### config.mk
export PLATFORM = sky130hd
export DESIGN_NAME = clint
export DESIGN_NICKNAME = d
export VERILOG_FILES = /design/src/rtl/soc_pkg.sv /design/src/rtl/clint.sv
export VERILOG_INCLUDE_DIRS = /design/src /design/src/rtl
export SDC_FILE = /design/constraint.sdc
export NUM_CORES = 1
export LEC_CHECK = 0
export ABC_CLOCK_PERIOD_IN_PS = 2800
export BUFFER_PORTS_ARGS = -buffer_cell sky130_fd_sc_hd__buf_2
export CAP_MARGIN = 5
export CORE_MARGIN = 3
export CORE_UTILIZATION = 35
export DETAILED_ROUTE_END_ITERATION = 8
export GPL_TIMING_DRIVEN = 1
export REMOVE_ABC_BUFFERS = 1
export SLEW_MARGIN = 30
export SYNTH_ARGS = -nofsm -noshare
export SYNTH_HDL_FRONTEND = slang
export SYNTH_SLANG_ARGS = --single-unit
export TNS_END_PERCENT = 50
### constraint.sdc
create_clock -name clk -period 2.8 [get_ports clk]
set_input_delay 0.14 -clock clk [delete_from_list [all_inputs] [get_ports clk]]
set_output_delay 0.14 -clock clk [all_outputs]
set_load 0.02 [all_outputs]
### src/rtl/soc_settings.svh
// Address map, sizes and dividers shared by the RTL and the testbench through `include
`ifndef SOC_SETTINGS_SVH
`define SOC_SETTINGS_SVH

// System clock in Hz, also returned by the frequency register
`define SYSTEM_CLK 25000000

// Clock cycles per UART bit and per timer increment
`define UART_DIV 8
`define TIMER_DIV 4

// RAM size in 32-bit words, mapped from byte address 0
`define BRAM_WORDS 256

`define UART_TX_ADDR 32'h1000_0000
`define UART_RX_ADDR 32'h1000_0004
`define UART_LSR_ADDR 32'h1000_0008

// CLINT base and register offsets, high words sit at +4
`define CLINT_BASE 32'h1100_0000
`define CLINT_MSIP 32'h0000
`define CLINT_MTIMECMP 32'h4000
`define CLINT_MTIME 32'hBFF8

`define CPU_FREQ_ADDR 32'h1200_0000

// I/O window, both ends inclusive
`define IO_START 32'h1000_0000
`define IO_END 32'h1200_0000

`endif

### src/rtl/soc_pkg.sv
// Bus structs and enums of the peripheral fabric, referenced by scoped names from every RTL file
package soc_pkg;

  // Request from the bus master, a nonzero wstrb marks a write
  typedef struct packed {
    logic [31:0] addr;
    logic [31:0] wdata;
    logic [3:0]  wstrb;
  } mem_req_t;

  // Response to the master, rdata only meaningful while ready is high
  typedef struct packed {
    logic        ready;
    logic [31:0] rdata;
  } mem_rsp_t;

  // Frame phases shared by the serial transmitter and receiver
  typedef enum logic [1:0] {
    UART_IDLE,
    UART_START,
    UART_DATA,
    UART_STOP
  } uart_state_t;

  // Targets selected by the address decoder
  typedef enum logic [2:0] {
    TGT_NONE,
    TGT_BRAM,
    TGT_UART_TX,
    TGT_UART_RX,
    TGT_LSR,
    TGT_CLINT,
    TGT_FREQ,
    TGT_IO_OTHER
  } target_t;

endpackage

### src/rtl/clint.sv
// Core-local interruptor with msip, mtime and mtimecmp, accessed through the bus fabric
`include "soc_settings.svh"

module clint (
  input  logic              clk,
  input  logic              resetn,
  input  logic              valid,
  input  soc_pkg::mem_req_t req,
  output logic [31:0]       rdata,
  output logic              irq_soft,
  output logic              irq_timer
);

  localparam int TICK_W = $clog2(`TIMER_DIV);
  localparam logic [TICK_W-1:0] TICK_LAST = TICK_W'(`TIMER_DIV - 1);

  localparam logic [15:0] OFF_MSIP = 16'(`CLINT_MSIP);
  localparam logic [15:0] OFF_CMP_LO = 16'(`CLINT_MTIMECMP);
  localparam logic [15:0] OFF_CMP_HI = OFF_CMP_LO + 16'd4;
  localparam logic [15:0] OFF_TIME_LO = 16'(`CLINT_MTIME);
  localparam logic [15:0] OFF_TIME_HI = OFF_TIME_LO + 16'd4;

  logic [TICK_W-1:0] tick_cnt;
  logic [63:0]       mtime;
  logic [63:0]       mtimecmp;
  logic              msip;
  logic [15:0]       off;
  logic              wr;

  // Replace only the strobed bytes of a register word
  function automatic logic [31:0] merge_bytes(input logic [31:0] old_word,
                                              input logic [31:0] new_word,
                                              input logic [3:0]  strb);
    logic [31:0] res;
    res = old_word;
    for (int i = 0; i < 4; i++) begin
      if (strb[i]) begin
        res[8*i +: 8] = new_word[8*i +: 8];
      end
    end
    return res;
  endfunction

  assign off = req.addr[15:0];
  assign wr  = valid && (|req.wstrb);

  always_ff @(posedge clk) begin
    if (!resetn) begin
      tick_cnt <= '0;
      mtime    <= '0;
      mtimecmp <= '1;
      msip     <= 1'b0;
    end else begin
      tick_cnt <= (tick_cnt == TICK_LAST) ? '0 : tick_cnt + 1'b1;
      if (tick_cnt == TICK_LAST) begin
        mtime <= mtime + 64'd1;
      end
      // A register write takes precedence over the timer increment
      if (wr) begin
        case (off)
          OFF_MSIP:    msip <= req.wstrb[0] ? req.wdata[0] : msip;
          OFF_CMP_LO:  mtimecmp[31:0] <= merge_bytes(mtimecmp[31:0], req.wdata, req.wstrb);
          OFF_CMP_HI:  mtimecmp[63:32] <= merge_bytes(mtimecmp[63:32], req.wdata, req.wstrb);
          OFF_TIME_LO: mtime[31:0] <= merge_bytes(mtime[31:0], req.wdata, req.wstrb);
          OFF_TIME_HI: mtime[63:32] <= merge_bytes(mtime[63:32], req.wdata, req.wstrb);
          default: ;
        endcase
      end
    end
  end

  // Read word captured at acceptance, returned with the fabric's ready
  always_ff @(posedge clk) begin
    if (valid) begin
      case (off)
        OFF_MSIP:    rdata <= {31'b0, msip};
        OFF_CMP_LO:  rdata <= mtimecmp[31:0];
        OFF_CMP_HI:  rdata <= mtimecmp[63:32];
        OFF_TIME_LO: rdata <= mtime[31:0];
        OFF_TIME_HI: rdata <= mtime[63:32];
        default:     rdata <= '0;
      endcase
    end
  end

  assign irq_soft  = msip;
  assign irq_timer = (mtime >= mtimecmp);

endmodule

; Word-level counts from Yosys, hierarchy flattened
; Cells that the tools add are included.
[op_classes]
mux = 9
eq_ne = 13
bitwise_logic = 1
n_lt_le_gt_ge = 1
n_reduce_logical = 13
n_addsub = 2
[op_table]
columns = operator, n
row1 = case mux 32 bit (5 select lines), 1
row2 = 2-to-1 mux 64 bit, 2
row3 = "adder 64 x 1 -> 64 bit, second input constant", 1
row4 = >= comparator 64 bit, 1
row5 = 2-to-1 mux 32 bit, 2
row6 = "== test 16 x 15 -> 1 bit, second input constant", 2
row7 = "== test 16 bit, second input constant", 2
row8 = 2-to-1 mux 8 bit, 4
row9 = AND reduction 3 bit, 9
row10 = "inequality test 3 bit, second input constant", 8
row11 = zero test 16 bit, 1
row12 = OR reduction 4 bit, 1
row13 = "adder 2 x 1 -> 2 bit, second input constant", 1
row14 = "== test 2 bit, second input constant", 1
row15 = OR reduction 2 bit, 1
row16 = logical AND 1 bit, 1
row17 = NOT 1 bit, 1
[totals]
output_inout_bits = 34
ff_bits = 163

; Depth between registers and ports, before layout
; Gate-level depths: netlist of run 1.
[depth]
ltp_word = 4
mapped_depth = 9

; Least setup slack after synthesis of run 1
; No wires, ideal clock.
[synth_path]
path_kind = register to register
start = reg mtime[15]
end = reg mtime[61]
stages_incl_launch_ff = 9
period_less_slack_ns = 2.409
arrival_ns = 2.335
path_buffers = 2
required_time_ns = 2.726
path_slack_ns = 0.391
path_cell_list = dfxtp_1 > buf_2 > nand4_1 > or4_4 > buf_6 > nor4_4 > nand3_2 > or3_1 > a31oi_1
[synth_via]
elab_chain_cells = 4
[synth_lines]
columns = item, line_no
row1 = start: declaration, clint.sv:24  ; logic [63:0] mtime;
row2 = start signal: assignment, clint.sv:56  ; mtime <= mtime + 64'd1;
row3 = start signal: assignment, clint.sv:64  ; OFF_TIME_LO: mtime[31:0] <= merge_bytes(mtime[31:0], req.wdata, req.wstrb);
row4 = adder 64 x 1 -> 64 bit (*), clint.sv:56
row5 = 2-to-1 mux 64 bit (*), clint.sv:55  ; if (tick_cnt == TICK_LAST) begin
row6 = 2-to-1 mux 32 bit, clint.sv:60  ; case (off)
row7 = 2-to-1 mux 64 bit (*), clint.sv:59  ; if (wr) begin
; Every way passes the cells marked *; elsewhere a longest branch is shown, timed or not.
; A chain may end at the register's enable or synchronous reset.

; Worst setup path after layout of run 1
[layout_path]
start = reg mtime[23]
end = out irq_timer
[layout_via]
elab_chain_cells = 1
[layout_lines]
columns = item, line_no
row1 = >= comparator 64 bit, clint.sv:87  ; assign irq_timer = (mtime >= mtimecmp);
row2 = end: declaration, clint.sv:11  ; output logic irq_timer
; No other way between the ends.

==> impl_metrics.toml, run 1 <==
[outcome]
status = "finished, violations left"
violations = "hold timing"

[route]
wirelength_mm = 32.8
drt_iter0_markers = 790
drc = 0
ant_nets = 0
num_vias = 9612
firstDrtPassIters = 5
vias_per_cell = 5.64
wl_per_cell_um = 19.3

[setup_path]
critical_path_class = "flip-flop to output pin"
ff2ff_setup_slack_ns = 0.20
crit_family = "compound AO/OA/AOI/OAI gates"
cp-start-kind = "flip-flop"
cp_slowest_stage_delay_ns = 0.38
cp.required_ns = 2.66
crit_path_start = "mtime[23]"
crit_top_cell = "o211ai_1"
worstPathArrival_ns = 2.59
path_cells = "ha_4 > nand4_1 > a311oi_2 > o21ai_1 > o211ai_1 > a31oi_4 > o211ai_1 > buf_4"
cp_num_cells = 8
reg2reg_to = "mtime[52]"
cp_max_fo = 5
r2r_start = "mtime[18]"
crit_slowest_cell = "dfxtp_1"
r2r_cells = 7
endpoint = "irq_timer"
cp-end-kind = "output pin"
critPathBufInv = 1

[run]
maxCapViolations = 0

[die]
dieHeight_um = 175
core_sq_mm = 0.0280
rows = 61
start_util_pct = 35.8
dieArea_sq_mm = 0.0307
die-width_um = 175
io_pins = 105

[sta]
fin_hold_ws_ns = -0.00555
period_share_pct = 97.4
relSlewSlack_pct = 54.5
worst_slew_pin_slew_ns = 0.682
hold_violations = 2
period_needed_ns = 2.73
rsz0062_at_grt = "no"
max_freq_mhz = 366
slew_viol_final = 0
setup_violations = 0
clock_skew_ns = 0.0120

[synth]
synthTopCellsByArea = "dfxtp_1 26%, mux2i_1 11%, edfxtp_1 9.6%"
synth_enable_flop_cells = 32
ys_top_cells_by_count = "131 x dfxtp_1, 125 x nand2_1, 107 x mux2i_1, 105 x nand3_1, 75 x inv_1"
synthArstFlopShare_pct = 0
yosysTopAreaCell = "dfxtp_1"
synth_top_area_share_pct = 26.2
seq_area_frac_synth_pct = 35.8
synthCells = 1178
syn_avg_cell_area_sq_um = 8.50
yosysWarnings = 0
synthFlopType = "dfxtp_1"
ys_types = 64
synth.cell_area_sq_mm = 0.0100
yosysMostFrequentCell = "dfxtp_1"
ys_seq_elements = 163

[clocking]
cts_tree = "built"
root_buffer = "clkbuf_16"
cts_sinks = 163
max-clock-path-buffers = 2
path_clk_slew_ns = 0.07
cts.htree.levels = 4
worstSkewPairLatency_ns = 0.44
cts_buffers = 17

[layout]
drive_above_1_share_pct = 18.1
fin_nets = 1450
fin_util_pct = 43.8
antennaDiodeCount = 0
area_growth_syn_to_layout_pct = 22.4

[grt]
grt_first_pass_wirelength_mm = 52.0
grt_pass1_vias = 9288
antenna_found_initial = 0
grt_overflow = 0
grt_max_degree = 39
grt_usage_pct = 21.3

[power_and_ir_drop]
power.density_mw_per_mm2 = 428
p_leak_nw = 5.77
vdd_ir_drop_max_mv = 0.439
finalPower_mw = 5.25

[placed_design]
place.gp.congestion = 0.927
dp_hpwl_mm = 23.9
io_buffers = 88

[hold_path]
hold_path.class = "input pin to flip-flop"
-- cell families (layout without fill, tap and decap cells) --
family	count (synthesis)	after routing	share of synthesized area, %
XOR/XNOR	16	16	1.40
adder cells (fa/ha/maj)	66	66	8.24
buffers and inverters	145	292	5.56
multiplexers	115	115	11.6
AND/OR/NAND/NOR	433	433	22.6
flip-flops	163	163	35.8
AO/OA/AOI/OAI	240	240	14.9
-- state kept, by name (all words and copies together) (netlist names) --
register  cells
rdata        32
mtime        64
irq_soft      1
tick_cnt      2
mtimecmp     64
-- how the worst min path moves through the flow --
stage,start,slack [ns],end,cells past startpoint
floorplan,resetn,0.20,mtimecmp[32],1
global placement,req[18],0.41,mtimecmp[46],3
detailed placement,req[18],0.41,mtimecmp[46],3
CTS,req[30],0.002,mtimecmp[58],3
global route,req[12],0.01,mtimecmp[40],3
finish,req[30],-0.006,mtimecmp[58],3
-- report_power, final --
group	total [mW]	switching [mW]	internal (mW)
Clock	2.48	1.00	1.48
Sequential	2.42	0.0106	2.41
Combinational	0.347	0.219	0.128
-- worst reg2reg max path, stage by stage (launching register included) --
cell and delay, ns:
dfxtp_1 0.43, nand4_1 0.20, or4_4 0.68, or3_1 0.55, nor3_1 0.23, buf_4 0.18
a41o_1 0.17, a21oi_1 0.04
-- metrics by stage --
stage / area (sq um) / cells / hold WS (ns) / TNS (ns) / setup slack (ns)
floorplan: 9740 / 1108 / 0.202 / -54.45 / -1.83
global placement: 11200 / 1645 / 0.411 / 0 / 0.192
detailed placement: 11200 / 1645 / 0.415 / 0 / 0.241
CTS: 12100 / 1698 / 0.00176 / 0 / 0.0190
global route: 12300 / 1703 / 0.0127 / 0 / 0.00568
finish: 12300 / 1703 / -0.00555 / 0 / 0.0715
-- layer usage --
| layer | routed length (um) | vias to the layer above | track usage [%] |
|---|---|---|---|
| li1 | - | 4632 | - |
| met1 | 15000 | 4589 | 29.4 |
| met2 | 15200 | 335 | 34.3 |
| met3 | 1900 | 56 | 3.54 |
| met4 | 779 | 0 | 6.55 |
| met5 | 0 | - | 0 |
-- area by class of cell --
cell class | instances | area (sq um)
Clock buffer | 20 | 437
Clock inverter | 11 | 161
Fill cell | 2766 | 15800
Inverter | 75 | 282
Multi-Input combinational cell | 870 | 6040
Sequential cell | 163 | 3600
Tap cell | 378 | 473
Timing Repair Buffer | 186 | 1270
-- timing repair --
item	in CTS	in global routing
endpoints found under the hold margin	24	0
resized for setup	9	25
setup buffers	2	5
endpoints found under the setup margin	1	1
pin swaps	6	13
hold buffers	20	0
-- placed cells by master, fill, tap and decap left out, drive strengths merged, types with 6 or more instances in the layout --
master | Yosys | layout
buf | 11 | 166
dfxtp | 131 | 131
nand2 | 125 | 125
nand3 | 108 | 108
mux2i | 107 | 107
inv | 75 | 75
a21oi | 69 | 69
ha | 66 | 66
nor2 | 54 | 54
o21ai | 44 | 44
nand4 | 36 | 36
o22ai | 36 | 36
edfxtp | 32 | 32
nor4 | 22 | 22
dlygate4sd3 | 0 | 20
a211oi | 20 | 20
nor3 | 20 | 20
clkbuf | 59 | 20
a31oi | 19 | 19
and3 | 15 | 15
and4 | 11 | 11
o211ai | 10 | 10
or3 | 10 | 10
xor2 | 9 | 9
mux2 | 8 | 8
xnor2 | 7 | 7
a21o | 6 | 6
and2 | 6 | 6
o311ai | 6 | 6
(Power assumes the default switching activity.)
==> inputs of run 2 (changes only) <==
CTS_BUF_LIST = sky130_fd_sc_hd__clkbuf_4   (was not set)
==> run 2 against run 1 <==
  * The run ends with setup timing left
  * Via count up 0.81%
  * Clock skew rose by 0.0084 ns
  * Wire length is essentially flat
  * Highest routed layer unchanged
  * Register-to-register slack worse by 0.07 ns
  * Worst setup slack got worse by 0.12 ns
  * Combinational power up 4%
  * Worst hold slack gained 0.11 ns
  * Largest power group is now registers
  * Final cell count grew 1.2%
  * Non-clock buffer count is 19 higher
==> impl_metrics.toml, run 2 (same netlist as run 1, synthesis figures left out) <==
[outcome]
status = "finished, violations left"
violations = "setup timing"

[grt]
grt_max_degree = 39
grt_usage_pct = 21.3
grt_pass1_vias = 9381
antenna_found_initial = 1
grt_overflow = 0
grt_first_pass_wirelength_mm = 52.2

[sta]
fin_hold_ws_ns = 0.106
layout_setup_ws_ns = -0.0461
hold_violations = 0
worst_slew_pin_slew_ns = 0.686
period_share_pct = 102
max_freq_mhz = 351
clock_skew_ns = 0.0204
relSlewSlack_pct = 54.2
setup_violations = 1
rsz0062_at_grt = "yes"
period_needed_ns = 2.85
slew_viol_final = 0

[layout]
final_common_cell = "nand2_1"
reg_top3 = "mtime (64), mtimecmp (64), rdata (32)"
fin_nets = 1469
stdcell_area_sq_mm = 0.0122
final_cell_mix = "125 x nand2_1, 107 x mux2i_1, 107 x dfxtp_1, 104 x nand3_1, 86 x buf_2"
area_growth_syn_to_layout_pct = 21.9
drive_above_1_share_pct = 19.8
fill_cells = 2792
seq_area_sq_mm = 0.00362
multi_input_area_sq_mm = 0.00607

[route]
drc = 0
firstDrtPassIters = 5
vias_per_cell = 5.62
wirelength_mm = 32.8
ant_nets = 0
wl_per_cell_um = 19.1
drt_iter0_markers = 785
num_vias = 9690

[clocking]
max-clock-path-buffers = 2
cts_buffers = 17
path_clk_slew_ns = 0.14
worstSkewPairLatency_ns = 0.58
cts.htree.levels = 4
cts_tree = "built"
cts_sinks = 163
root_buffer = "clkbuf_4"

[die]
start_util_pct = 35.8
rows = 61
die-width_um = 175
io_pins = 105
core_sq_mm = 0.0280
dieArea_sq_mm = 0.0307
dieHeight_um = 175

[setup_path]
cp-start-kind = "flip-flop"
cp_slowest_stage_delay_ns = 0.34
crit_slowest_cell = "dfxtp_1"
critical_path_class = "flip-flop to output pin"
crit_family = "compound AO/OA/AOI/OAI gates"
cp-end-kind = "output pin"
cp_max_fo = 4
cp.required_ns = 2.66
worstPathArrival_ns = 2.71
critPathBufInv = 2
path_cells = "buf_4 > ha_1 > nand4_1 > a311oi_2 > o21ai_1 > o211ai_1 > a31oi_4 > o211ai_1 > buf_4"

[power_and_ir_drop]
power.density_mw_per_mm2 = 359
vdd_ir_drop_max_mv = 0.220
p_leak_nw = 5.71

[hold_path]
hold_path.class = "input pin to flip-flop"

[placed_design]
placedInstanceArea_sq_mm = 0.0112
io_buffers = 88
dp_hpwl_mm = 23.9
place.gp.congestion = 0.927

[run]
maxCapViolations = 0
==> run 2: cell count changes in the layout (fill, tap and decap cells not counted), moves of 11 or more <==
cell / change
dfxtp_2: +11
clkbuf_4: +20
clkbuf_16: -17
dlygate4sd3_1: +16
dfxtp_1: -13
==> run 2: metal layers <==
metal | track usage, % | part of all wire [%]
met2 | 34.7 | 47
met4 | 6.38 | 2.1
met5 | 0 | 0
met3 | 2.78 | 5.2
met1 | 29.6 | 46
==> run 2: tightest hold or removal path, delay by kind of cell <==
family                 cells  cell delay [ns]
buffers and inverters      1             0.11
AND/OR/NAND/NOR            1             0.06
AO/OA/AOI/OAI              2             0.22
==> run 2: final timing paths <==
| path | from | end | slack, ns | depth (start not counted) |
|---|---|---|---|---|
| max | mtime[17] | irq_timer | -0.05 | 9 |
| min | req[50] | rdata[0] | 0.11 | 4 |
| max reg2reg | mtime[18] | mtime[52] | 0.13 | 7 |
| min reg2reg | tick_cnt[0] | tick_cnt[0] | 0.44 | 1 |
==> run 2: metrics by stage <==
stage	std cells	utilization, %	TNS [ns]	power (mW)	worst slack, ns
after floorplan	1108	-	-54.45	2.58	-1.83
after detailed placement	1645	40.1	0	2.79	0.241
after global routing	1723	43.6	-0.159	4.53	-0.159
final	1723	43.6	-0.0461	4.39	-0.0461
after global placement	1645	40.1	0	2.79	0.192
after CTS	1716	43.1	-0.104	4.42	-0.104
==> run 2: area by class of cell <==
| cell class | count | area share (%) |
|---|---|---|
| flip-flops and latches | 163 | 29.7 |
| multi-input cells | 870 | 49.7 |
| diodes | 1 | 0.0205 |
| inverters | 75 | 2.31 |
| well taps | 378 | 3.87 |
| repair buffers | 205 | 11.9 |
| clock buffers | 20 | 1.23 |
| clock inverters | 11 | 1.32 |
==> run 2: where the power goes <==
| part | total (mW) | internal [mW] | switching (mW) |
|---|---|---|---|
| logic | 0.361 | 0.140 | 0.221 |
| registers | 2.42 | 2.41 | 0.0104 |
| clock network | 1.61 | 0.726 | 0.881 |
| total | 4.39 | 3.28 | 1.11 |
==> run 2: timing repair <==
item,4_1_cts,5_1_grt
hold endpoints to repair,120,0
buffers inserted,4,6
pin swaps,8,14
hold buffers,36,0
gates cloned,0,0
resized for setup,31,25
endpoints found under the setup margin,1,1
