### config.mk
export PLATFORM = sky130hd
export DESIGN_NAME = soc_bus
export DESIGN_NICKNAME = d
export VERILOG_FILES = /design/src/rtl/soc_pkg.sv /design/src/rtl/soc_bus.sv
export VERILOG_INCLUDE_DIRS = /design/src /design/src/rtl
export SDC_FILE = /design/constraint.sdc
export NUM_CORES = 1
export LEC_CHECK = 0
export BUFFER_PORTS_ARGS = -buffer_cell sky130_fd_sc_hd__buf_2
export CAP_MARGIN = 5
export CORE_AREA = 3 3 78 80
export CTS_CLUSTER_SIZE = 12
export DETAILED_ROUTE_END_ITERATION = 10
export DIE_AREA = 0 0 81 83
export GPL_ROUTABILITY_DRIVEN = 0
export PLACE_DENSITY = 0.75
export RECOVER_POWER = 50
export SLEW_MARGIN = 15
export SYNTH_ARGS = -nofsm -noshare
export SYNTH_HDL_FRONTEND = slang
export SYNTH_SLANG_ARGS = --single-unit
### constraint.sdc
create_clock -name clk -period 4.3 [get_ports clk]
set_input_delay 1.29 -clock clk [delete_from_list [all_inputs] [get_ports clk]]
set_output_delay 1.29 -clock clk [all_outputs]
set_load 0.005 [all_outputs]
### src/rtl/soc_settings.svh
// Address map, sizes and dividers shared by the RTL and the testbench through `include
`ifndef SOC_SETTINGS_SVH
`define SOC_SETTINGS_SVH

// System clock in Hz, also returned by the frequency register
`define SYSTEM_CLK 25000000

// Clock cycles per UART bit and per timer increment
`define UART_DIV 8
`define TIMER_DIV 4

// RAM size in 32-bit words, mapped from byte address 0
`define BRAM_WORDS 256

`define UART_TX_ADDR 32'h1000_0000
`define UART_RX_ADDR 32'h1000_0004
`define UART_LSR_ADDR 32'h1000_0008

// CLINT base and register offsets, high words sit at +4
`define CLINT_BASE 32'h1100_0000
`define CLINT_MSIP 32'h0000
`define CLINT_MTIMECMP 32'h4000
`define CLINT_MTIME 32'hBFF8

`define CPU_FREQ_ADDR 32'h1200_0000

// I/O window, both ends inclusive
`define IO_START 32'h1000_0000
`define IO_END 32'h1200_0000

`endif

### src/rtl/soc_pkg.sv
// Bus structs and enums of the peripheral fabric, referenced by scoped names from every RTL file
package soc_pkg;

  // Request from the bus master, a nonzero wstrb marks a write
  typedef struct packed {
    logic [31:0] addr;
    logic [31:0] wdata;
    logic [3:0]  wstrb;
  } mem_req_t;

  // Response to the master, rdata only meaningful while ready is high
  typedef struct packed {
    logic        ready;
    logic [31:0] rdata;
  } mem_rsp_t;

  // Frame phases shared by the serial transmitter and receiver
  typedef enum logic [1:0] {
    UART_IDLE,
    UART_START,
    UART_DATA,
    UART_STOP
  } uart_state_t;

  // Targets selected by the address decoder
  typedef enum logic [2:0] {
    TGT_NONE,
    TGT_BRAM,
    TGT_UART_TX,
    TGT_UART_RX,
    TGT_LSR,
    TGT_CLINT,
    TGT_FREQ,
    TGT_IO_OTHER
  } target_t;

endpackage

### src/rtl/soc_bus.sv
// Bus fabric of the top level, decodes the address, strobes one target and merges its response
`include "soc_settings.svh"

module soc_bus (
  input  logic              clk,
  input  logic              resetn,
  input  logic              valid,
  input  soc_pkg::mem_req_t req,
  output soc_pkg::mem_rsp_t rsp,
  output logic              access_fault,
  output logic              bram_valid,
  input  logic [31:0]       bram_rdata,
  output logic              tx_strobe,
  input  logic              tx_free,
  output logic              rx_read,
  input  logic [31:0]       rx_data,
  output logic              clint_valid,
  input  logic [31:0]       clint_rdata
);

  localparam logic [31:0] BRAM_BYTES = 32'(`BRAM_WORDS * 4);
  localparam logic [31:0] CLINT_BASE_ADDR = `CLINT_BASE;

  soc_pkg::target_t sel;
  logic             is_write;
  logic [7:0]       tgt_valid;
  logic [7:0]       rdy_next;
  logic [7:0]       rdy_q;
  logic             tx_seen;
  logic             lsr_thre;
  logic [7:0]       lsr_byte;
  logic [31:0]      read_word;

  assign is_write = |req.wstrb;

  // Address decode, reads of the transmit register fall into the unmatched I/O space
  always_comb begin
    if (req.addr < BRAM_BYTES) begin
      sel = soc_pkg::TGT_BRAM;
    end else if (req.addr == `UART_TX_ADDR && is_write) begin
      sel = soc_pkg::TGT_UART_TX;
    end else if (req.addr == `UART_RX_ADDR) begin
      sel = soc_pkg::TGT_UART_RX;
    end else if (req.addr == `UART_LSR_ADDR) begin
      sel = soc_pkg::TGT_LSR;
    end else if (req.addr[31:16] == CLINT_BASE_ADDR[31:16]) begin
      sel = soc_pkg::TGT_CLINT;
    end else if (req.addr == `CPU_FREQ_ADDR) begin
      sel = soc_pkg::TGT_FREQ;
    end else if (req.addr >= `IO_START && req.addr <= `IO_END) begin
      sel = soc_pkg::TGT_IO_OTHER;
    end else begin
      sel = soc_pkg::TGT_NONE;
    end
  end

  // A target is strobed only while its own ready is low
  assign tgt_valid = (valid && !rdy_q[sel]) ? (8'b1 << sel) : 8'b0;

  // Transmit waits for a free UART and is taken once per request
  assign tx_strobe = tgt_valid[soc_pkg::TGT_UART_TX] && tx_free && !tx_seen;

  always_comb begin
    rdy_next = tgt_valid;
    rdy_next[soc_pkg::TGT_UART_TX] = tx_strobe;
  end

  always_ff @(posedge clk) begin
    if (!resetn) begin
      rdy_q    <= '0;
      tx_seen  <= 1'b0;
      lsr_thre <= 1'b1;
    end else begin
      rdy_q <= rdy_next;
      if (!(valid && sel == soc_pkg::TGT_UART_TX)) begin
        tx_seen <= 1'b0;
      end else if (tx_strobe) begin
        tx_seen <= 1'b1;
      end
      if (tx_strobe) begin
        lsr_thre <= 1'b0;
      end else if (tx_free) begin
        lsr_thre <= 1'b1;
      end
    end
  end

  assign bram_valid  = tgt_valid[soc_pkg::TGT_BRAM];
  assign clint_valid = tgt_valid[soc_pkg::TGT_CLINT];
  // Receiver empties in the cycle its byte is returned
  assign rx_read     = rdy_q[soc_pkg::TGT_UART_RX] && !is_write;

  assign access_fault = valid && (sel == soc_pkg::TGT_NONE);

  // Line status with data ready in bit 0, holding empty in bit 5 and transmitter idle in bit 6
  assign lsr_byte = {1'b0, tx_free, lsr_thre, 4'b0, ~(&rx_data)};

  always_comb begin
    read_word = '0;
    if (rdy_q[soc_pkg::TGT_BRAM]) begin
      read_word = bram_rdata;
    end else if (rdy_q[soc_pkg::TGT_UART_RX]) begin
      read_word = rx_data;
    end else if (rdy_q[soc_pkg::TGT_LSR]) begin
      read_word = {16'b0, lsr_byte, 8'b0};
    end else if (rdy_q[soc_pkg::TGT_CLINT]) begin
      read_word = clint_rdata;
    end else if (rdy_q[soc_pkg::TGT_FREQ]) begin
      read_word = 32'(`SYSTEM_CLK);
    end
  end

  // Writes answer zero, the request is still held during ready
  assign rsp = '{ready: |rdy_q, rdata: is_write ? 32'b0 : read_word};

  a_one_ready: assert property (@(posedge clk) disable iff (!resetn) $onehot0(rdy_q));
  a_ready_needs_valid: assert property (
    @(posedge clk) disable iff (!resetn) $rose(rsp.ready) |-> valid);

endmodule

After elaboration in Yosys (flattened, before gate mapping)
Index checks and enable logic that the tools add are counted.
{"block": "word_totals", "n_memories": 0, "latch_bits": 0, "word_cells": 52, "mem_bits_rw": 0, "mem_bits_ro": 0, "regBits": 10, "output_inout_bits": 38}
{"block": "op_classes", "reduce_logical": 18, "muxes": 18, "n_eq_ne": 6, "magnitude_cmp": 4, "div": 0, "shifts": 1, "n_bitwise": 1, "multipliers": 0, "n_addsub": 0}
{"op": "$mux W32", "n": 5}
{"op": "$eq A32 B29 Y1 const B", "n": 4}
{"op": "$ge A32 B29 Y1 const B", "n": 1}
{"op": "$le A32 B29 Y1 const B", "n": 1}
{"op": "$lt A32 B11 Y1 const B", "n": 1}
{"op": "$reduce_and A32 Y1", "n": 1}
{"op": "$mux W25", "n": 1}
{"op": "$mux W3", "n": 7}
{"op": "$eq A16 B13 Y1 const B", "n": 1}
{"op": "$logic_and A1 B1 Y1", "n": 8}
{"op": "$reduce_or A8 Y1", "n": 1}
{"op": "$shl A1 B3 Y8 const A", "n": 1}
{"op": "$mux W6", "n": 1}
{"op": "$lt A3 B4 Y1 const B", "n": 1}
{"op": "$reduce_and A2 Y1", "n": 2}
{"op": "$reduce_or A4 Y1", "n": 1}
{"op": "$bmux W1 S3", "n": 1}
{"op": "$eq A3 B2 Y1 const B", "n": 1}
{"op": "$logic_not A1 Y1", "n": 3}
{"op": "$logic_not A3 Y1", "n": 1}
{"op": "$mux W1", "n": 3}
{"op": "$reduce_bool A2 Y1", "n": 1}
{"op": "$not A1 Y1", "n": 1}

Logic depth before layout (Yosys ltp)
Gate-level depths: netlist (run 1).
{"block": "logic_depth", "depth_word": 17, "mapped_depth": 7, "mapped_depth_nobuf": 6}

Worst setup path after synthesis (run 1)
Ideal clock, no wire load.
{"block": "synth_path", "path_type": "input to output", "from": "input port req[51] (netlist bit)", "to": "output port tx_strobe", "cell_stages": 5, "arrival_time_ps": 2833, "path_slack_ps": 177, "required_ps": 3010, "path_cell_list": "nor4_2 nand4_2 nor4_1 mux2_4 and4bb_4"}
{"block": "synth_via", "elab_chain_cells": 16, "elab_cells_between_ends": 24}
{"element": "start: declaration", "line": "soc_bus.sv:8", "rtl": "input soc_pkg::mem_req_t req,"}
{"element": "$ge A32 B29 Y1 (no source line) or $le A32 B29 Y1 (tied branches)"}
{"element": "$logic_and A1 B1 Y1 (no source line)"}
{"element": "$mux W3", "line": "soc_bus.sv:50", "rtl": "end else if (req.addr >= `IO_START && req.addr <= `IO_END) begin"}
{"element": "$mux W3", "line": "soc_bus.sv:48", "rtl": "end else if (req.addr == `CPU_FREQ_ADDR) begin"}
{"element": "$mux W3", "line": "soc_bus.sv:46", "rtl": "end else if (req.addr[31:16] == CLINT_BASE_ADDR[31:16]) begin"}
{"element": "$mux W3", "line": "soc_bus.sv:44", "rtl": "end else if (req.addr == `UART_LSR_ADDR) begin"}
{"element": "$mux W3", "line": "soc_bus.sv:42", "rtl": "end else if (req.addr == `UART_RX_ADDR) begin"}
{"element": "$mux W3", "line": "soc_bus.sv:40", "rtl": "end else if (req.addr == `UART_TX_ADDR && is_write) begin"}
{"element": "$mux W3 *", "line": "soc_bus.sv:38", "rtl": "if (req.addr < BRAM_BYTES) begin"}
{"element": "$bmux W1 S3", "line": "soc_bus.sv:58", "rtl": "assign tgt_valid = (valid && !rdy_q[sel]) ? (8'b1 << sel) : 8'b0;"}
{"element": "$mux W1 (implied by the code)", "line": "soc_bus.sv:58"}
{"element": "$logic_not A1 Y1", "line": "soc_bus.sv:58"}
{"element": "$logic_and A1 B1 Y1", "line": "soc_bus.sv:58"}
{"element": "$mux W6 *", "line": "soc_bus.sv:58"}
{"element": "$logic_and A1 B1 Y1 * (2 in a row)", "line": "soc_bus.sv:61", "rtl": "assign tx_strobe = tgt_valid[soc_pkg::TGT_UART_TX] && tx_free && !tx_seen;"}
{"element": "end: declaration", "line": "soc_bus.sv:13", "rtl": "output logic tx_strobe,"}
Every way passes the cells marked *; elsewhere a longest branch is shown, timed or not. The select of a mux whose other input is x is not followed.

Final worst setup path (run 1)
{"block": "layout_path", "from": "input port req[65] (netlist bit)", "to": "output port tx_strobe"}
The elaborated chain is that of the path after synthesis.

==> results of run 1 <==
==> path summary, 6_finish.rpt <==
| path | slack, ns | to | start | cells past startpoint |
|---|---|---|---|---|
| max | -0.06 | tx_strobe | req[65] | 8 |
| min | 0.42 | rdy_q[0] | rdy_q[0] | 1 |
| max reg2reg | 2.64 | tx_seen | rdy_q[3] | 4 |
| min reg2reg | 0.42 | rdy_q[0] | rdy_q[0] | 1 |
==> per-layer routing <==
layer  vias to the layer above  global-route usage [%]  wire [um]
met5                         -                       0         13
met4                         2                   5.530        129
met3                        19                   5.315        804
met2                       159                   39.73       4062
met1                      1289                   25.72       3037
li1                       1399                       -          -
==> worst max-delay path: cells and delay by family <==
kind	cells	cell delay (ns)
compound gates	1	0.18
buf+inv	3	0.39
simple gates	4	1.21
==> power by group through the flow <==
stage / clock network, uW / logic [uW] / registers, uW
floorplan: 0 / 18.1 / 95.6
finish: 95.8 / 111 / 94.3
CTS: 99.6 / 110 / 94.3
detailed placement: 0 / 98.8 / 96.1
global route: 103 / 121 / 94.2
global placement: 0 / 97.1 / 96.0
==> state kept, by name, summed over array words and instances, names as in the netlist <==
name	flops
rdy_q	8
tx_seen	1
lsr_thre	1
==> area by class of cell <==
class,instances,area share (%)
sequential,10,6.745
multi-input combinational,237,48.35
inverter,4,0.5027
clock buffer,3,1.382
timing repair buffer,207,40.01
tap,72,3.016
==> cell usage in the layout (no fill, tap or decap), types with 2 or more instances in the layout <==
cell type,instances
buf_2,169
nor2_1,62
a21oi_1,43
buf_4,30
a22oi_1,19
nand2_1,14
o21ai_0,13
nor3_1,12
nand4_1,10
dfxtp_1,9
nor2b_1,6
nor4_4,5
nor4_1,5
a211oi_1,5
buf_6,5
nand3_1,4
inv_1,4
and2_1,3
nand4b_1,3
nor4_2,3
o31ai_1,3
clkbuf_8,3
or4_4,2
o211ai_1,2
o31a_1,2
nor3_2,2
==> stage by stage <==
| step | instances | setup TNS (ns) | worst slack (ns) |
|---|---|---|---|
| finish | 533 | -0.06324 | -0.06324 |
| floorplan | 269 | 0 | 0.1772 |
| detailed placement | 518 | -0.2103 | -0.1499 |
| CTS | 532 | -0.01817 | -0.01817 |
| global route | 533 | -0.3206 | -0.1440 |
| global placement | 518 | -0.1806 | -0.1320 |
==> repair_timing <==
item / in CTS / in global routing
setup endpoints to repair: 3 / 3
resized for setup: 17 / 4
endpoints found under the hold margin: 0 / 0
pin swaps: 13 / 0
cloned: 1 / 0
buffers inserted: 11 / 1
==> cells by family after synthesis <==
| logic type | share of synthesized area (%) |
|---|---|
| AO/OA/AOI/OAI | 35.24 |
| buffers and inverters | 5.409 |
| flip-flops | 12.02 |
| multiplexers | 0.9013 |
| AND/OR/NAND/NOR | 46.43 |
==> results.yml, run 1 <==
outcome:
  status: "complete, but fails checks"
  violations: "setup timing"
floorplanning:
  die_area_um2: 6723
  rows: 27
  ios: 206
  core_area_um2: 5473
  initial_utilization_pct: 30.43
  die_h_um: 83
  dieWidth_um: 81
clock_network:
  cts-buffers-inserted: 3
  cts_tree: "done"
  cts.sinks: 10
  cts_root_buf: "clkbuf_8"
  htree_levels: 1
  cts_buffer_depth: 2
  clk_pin_slew_ns: 0.05
  clk_latency_ns: 0.23
  postCtsHoldBufs: 0
route:
  wl_per_cell_um: 15.10
  drt_iter0_drc: 134
  remaining_drc_errors: 0
  ant_nets: 0
  num_vias: 2868
  first_pass_iters: 4
  via_per_inst: 5.381
  drt_wl_total_mm: 8.048
critical_path:
  slowest_stage: "or4_4"
  start_kind: "primary input"
  path_cells: "buf_8, nor4b_4, buf_4, nand2_2, or4_4, a41oi_2, and4bb_4, buf_6"
  endpoint_kind: "output port"
  worst_ep_required_time_ns: 3.01
  cp_slowest_stage_delay_ns: 0.52
  crit_path_max_fanout: 4
  critical_path_class: "primary input to output port"
  worstPathArrival_ns: 3.07
logic_synthesis:
  ys_ff_latch: 10
  synth.most_common_cell: "nor2_1"
  synthesis.nets: 437
  synth-edff-count: 0
  yosys-top-cells-area: "nor2_1, a21oi_1, dfxtp_1"
  ys_seq_area_share_pct: 12.02
  synth_top_area_share_pct: 14.20
  synthTopCellsByCount: "nor2_1, a21oi_1, a22oi_1"
  avgSynthCellArea_um2: 6.191
  yosysWarnings: 0
  netlist_instances: 269
  yosys_most_used_dff: "dfxtp_1"
  syn_area_um2: 1665
  async_reset_ff_share_pct: 0
  synth_cell_types: 40
  yosys.area.top_type: "nor2_1"
timing:
  post-route-min-period_ns: 4.363
  slew_violations: 0
  fin_ws_ns: -0.06324
  hold_viol: 0
  hold_slack_ns: 0.4193
  fin_skew_ns: 0.004144
  worst_slew_pin_slew_ns: 1.149
  rsz0062_at_grt: "true"
  fin_crit_sh_pct: 101.5
  maxSlewHeadroom_pct: 23.37
  setup_viol: 1
  max_freq_mhz: 229.2
final_layout:
  drive_gt1_share_pct: 50.33
  utilization_pct: 54.57
  final_area_um2: 2987
  area.growth.synth_to_final_pct: 79.34
  fill_cells: 534
  multi_input_area_um2: 1444
  final_nets: 631
  diodes: 0
  register_area_um2: 201.4
global_routing:
  antenna_found_initial: 1
  grt_pass1_vias: 2728
  grtUsageTotal_pct: 22.15
  grt_pass1_wl_mm: 12.32
  grt_max_degree: 68
  gr-total-overflow: 0
power:
  ir_worst_vdd_v: 0.0001453
  power.density_nw_per_um2: 100.9
  p_comb_share_pct: 36.9
  seq_power_share_pct: 31.3
  p_total_uw: 301.5
  p_switching_uw: 82.79
  pwr-share-clk_pct: 31.8
  internal_power_uw: 218.7
  p_leak_uw: 0.001379
  netSwitchingFraction_pct: 27.46
placement:
  hpwlAfterDp_mm: 6.019
  dpl_cell_area_um2: 2718
  io_buffers: 173
hold_path:
  hp-class: "flip-flop to flip-flop"
job:
  drv_cap: 0
Note: power is estimated with default switching activity, not from simulation.
==> run 2: changes to the inputs <==
REMOVE_ABC_BUFFERS = 1   (was unset)
==> run 2 against run 1 <==
  * The run still ends with setup timing left
  * Global-route usage is 0.23 points higher
  * Critical path depth did not move
  * Total power up 2.2%
  * Sequential cell count unchanged
  * Setup slack worse by 0.023 ns
  * Largest cell class unchanged
==> results.yml, run 2 (same netlist as run 1, synthesis figures left out) <==
power:
  p_leak_uw: 0.001375
  p_total_uw: 308.0
  power.density_nw_per_um2: 102.1
  ir_worst_vdd_v: 0.0001194
global_routing:
  grt_pass1_wl_mm: 12.35
  antenna_found_initial: 0
  grtUsageTotal_pct: 22.37
  gr-total-overflow: 0
  grt_max_degree: 68
  grt_pass1_vias: 2672
timing:
  rsz0062_at_grt: "true"
  fin_skew_ns: 0.004107
  setup_viol: 2
  worst_slew_pin_slew_ns: 1.183
  slew_violations: 0
  hold_viol: 0
  hold_slack_ns: 0.4284
  fin_crit_sh_pct: 102.0
  post-route-min-period_ns: 4.386
  fin_ws_ns: -0.08614
  max_freq_mhz: 228.0
  maxSlewHeadroom_pct: 21.14
clock_network:
  cts_buffer_depth: 2
  htree_levels: 1
  cts-buffers-inserted: 3
  cts.sinks: 10
  cts_root_buf: "clkbuf_8"
  cts_tree: "done"
  clk_pin_slew_ns: 0.04
  clk_latency_ns: 0.24
critical_path:
  critical_path_class: "primary input to output port"
  worst-path-buf-inv: 3
  crit_family: "simple AND/OR/NAND/NOR gates"
  endpoint_kind: "output port"
  path_cells: "buf_6, nor4_4, nand4_2, buf_6, or4_4, a41oi_2, and4bb_4, buf_6"
  worstPathArrival_ns: 3.10
  crit_path_max_fanout: 4
  cp_slowest_stage_delay_ns: 0.47
  slowest_stage: "or4_4"
  crit_path_frequent_cell: "buf_6"
  worst_ep_required_time_ns: 3.01
  start_kind: "primary input"
outcome:
  violations: "setup timing"
  status: "complete, but fails checks"
floorplanning:
  die_h_um: 83
  ios: 206
  die_area_um2: 6723
  initial_utilization_pct: 30.43
  core_area_um2: 5473
  rows: 27
  dieWidth_um: 81
final_layout:
  fill_cells: 548
  top_regs: "rdy_q: 8 flops, lsr_thre: 1 flops, tx_seen: 1 flops"
  area.growth.synth_to_final_pct: 81.07
  largest_register_ff_count: 8
  drive_gt1_share_pct: 50.98
  final_common_cell: "buf_2"
  final_nets: 631
  diodes: 0
  regMostFlops: "rdy_q"
  final_cell_count_no_fill: 533
  final_cell_mix: "buf_2, nor2_1, a21oi_1, buf_4, a22oi_1"
  utilization_pct: 55.10
route:
  wl_per_cell_um: 15.61
  via_per_inst: 5.310
  ant_nets: 0
  num_vias: 2830
  first_pass_iters: 4
  drt_iter0_drc: 144
  remaining_drc_errors: 0
  drt_wl_total_mm: 8.318
hold_path:
  hp-class: "flip-flop to flip-flop"
placement:
  hpwlAfterDp_mm: 6.134
  dp_cells: 518
  io_buffers: 173
job:
  drv_cap: 0
[run 2: cell count changes in the layout (fill, tap and decap cells not counted), moves of 2 or more]
| cell | change |
|---|---|
| buf_6 | +7 |
| buf_2 | -5 |
| nand3_1 | -2 |
| nand3_2 | +2 |
[run 2: repair_timing]
item / in CTS / in global routing
cloned: 0 / 0
buffers inserted: 10 / 3
gates resized for setup: 11 / 20
pin swaps: 10 / 15
hold endpoints to repair: 0 / 0
setup endpoints to repair: 2 / 3
hold buffers: 0 / 0
[run 2: path summary, 6_finish.rpt]
path	startpoint	endpoint	slack [ns]	cells past startpoint
min reg2reg	rdy_q[0]	rdy_q[0]	0.43	1
max	req[45]	tx_strobe	-0.09	8
max reg2reg	rdy_q[3]	tx_seen	2.72	5
min	rdy_q[0]	rdy_q[0]	0.43	1
[run 2: area by class of cell]
cell class,count,area (um^2),share of cell area [%]
flip-flops and latches,10,201.4,6.680
multi-input cells,237,1479,49.05
well taps,72,90.09,2.988
repair buffers,207,1189,39.42
clock buffers,3,41.29,1.369
inverters,4,15.01,0.4979
[run 2: through the flow]
step / setup WS (ns) / instance area, um^2 / setup TNS (ns)
2_1_floorplan: 0.1183 / 1590 / 0
3_3_place_gp: -0.08004 / 2718 / -0.08574
4_1_cts: -0.01617 / 2894 / -0.01617
5_1_grt: -0.1570 / 3015 / -0.3237
3_5_place_dp: -0.1247 / 2718 / -0.1581
6_report: -0.08614 / 3015 / -0.1269
[run 2: per-layer routing]
layer	share of wire [%]	wire length, um	GRT usage, %	vias to the layer above
met5	0	0	0	-
met4	0.87	72	4.147	0
met3	8.3	693	3.905	9
met2	52	4334	42.94	129
met1	39	3218	25.02	1290
li1	-	-	-	1402
[run 2: power breakdown]
group	leakage, uW	total [uW]	switching (uW)	internal [uW]
Sequential	0.0000813	94.5	0.760	93.7
Combinational	0.00127	119	50.0	69.1
Clock	0.0000216	94.4	33.4	61.0
Total	0.00138	308	84.2	224
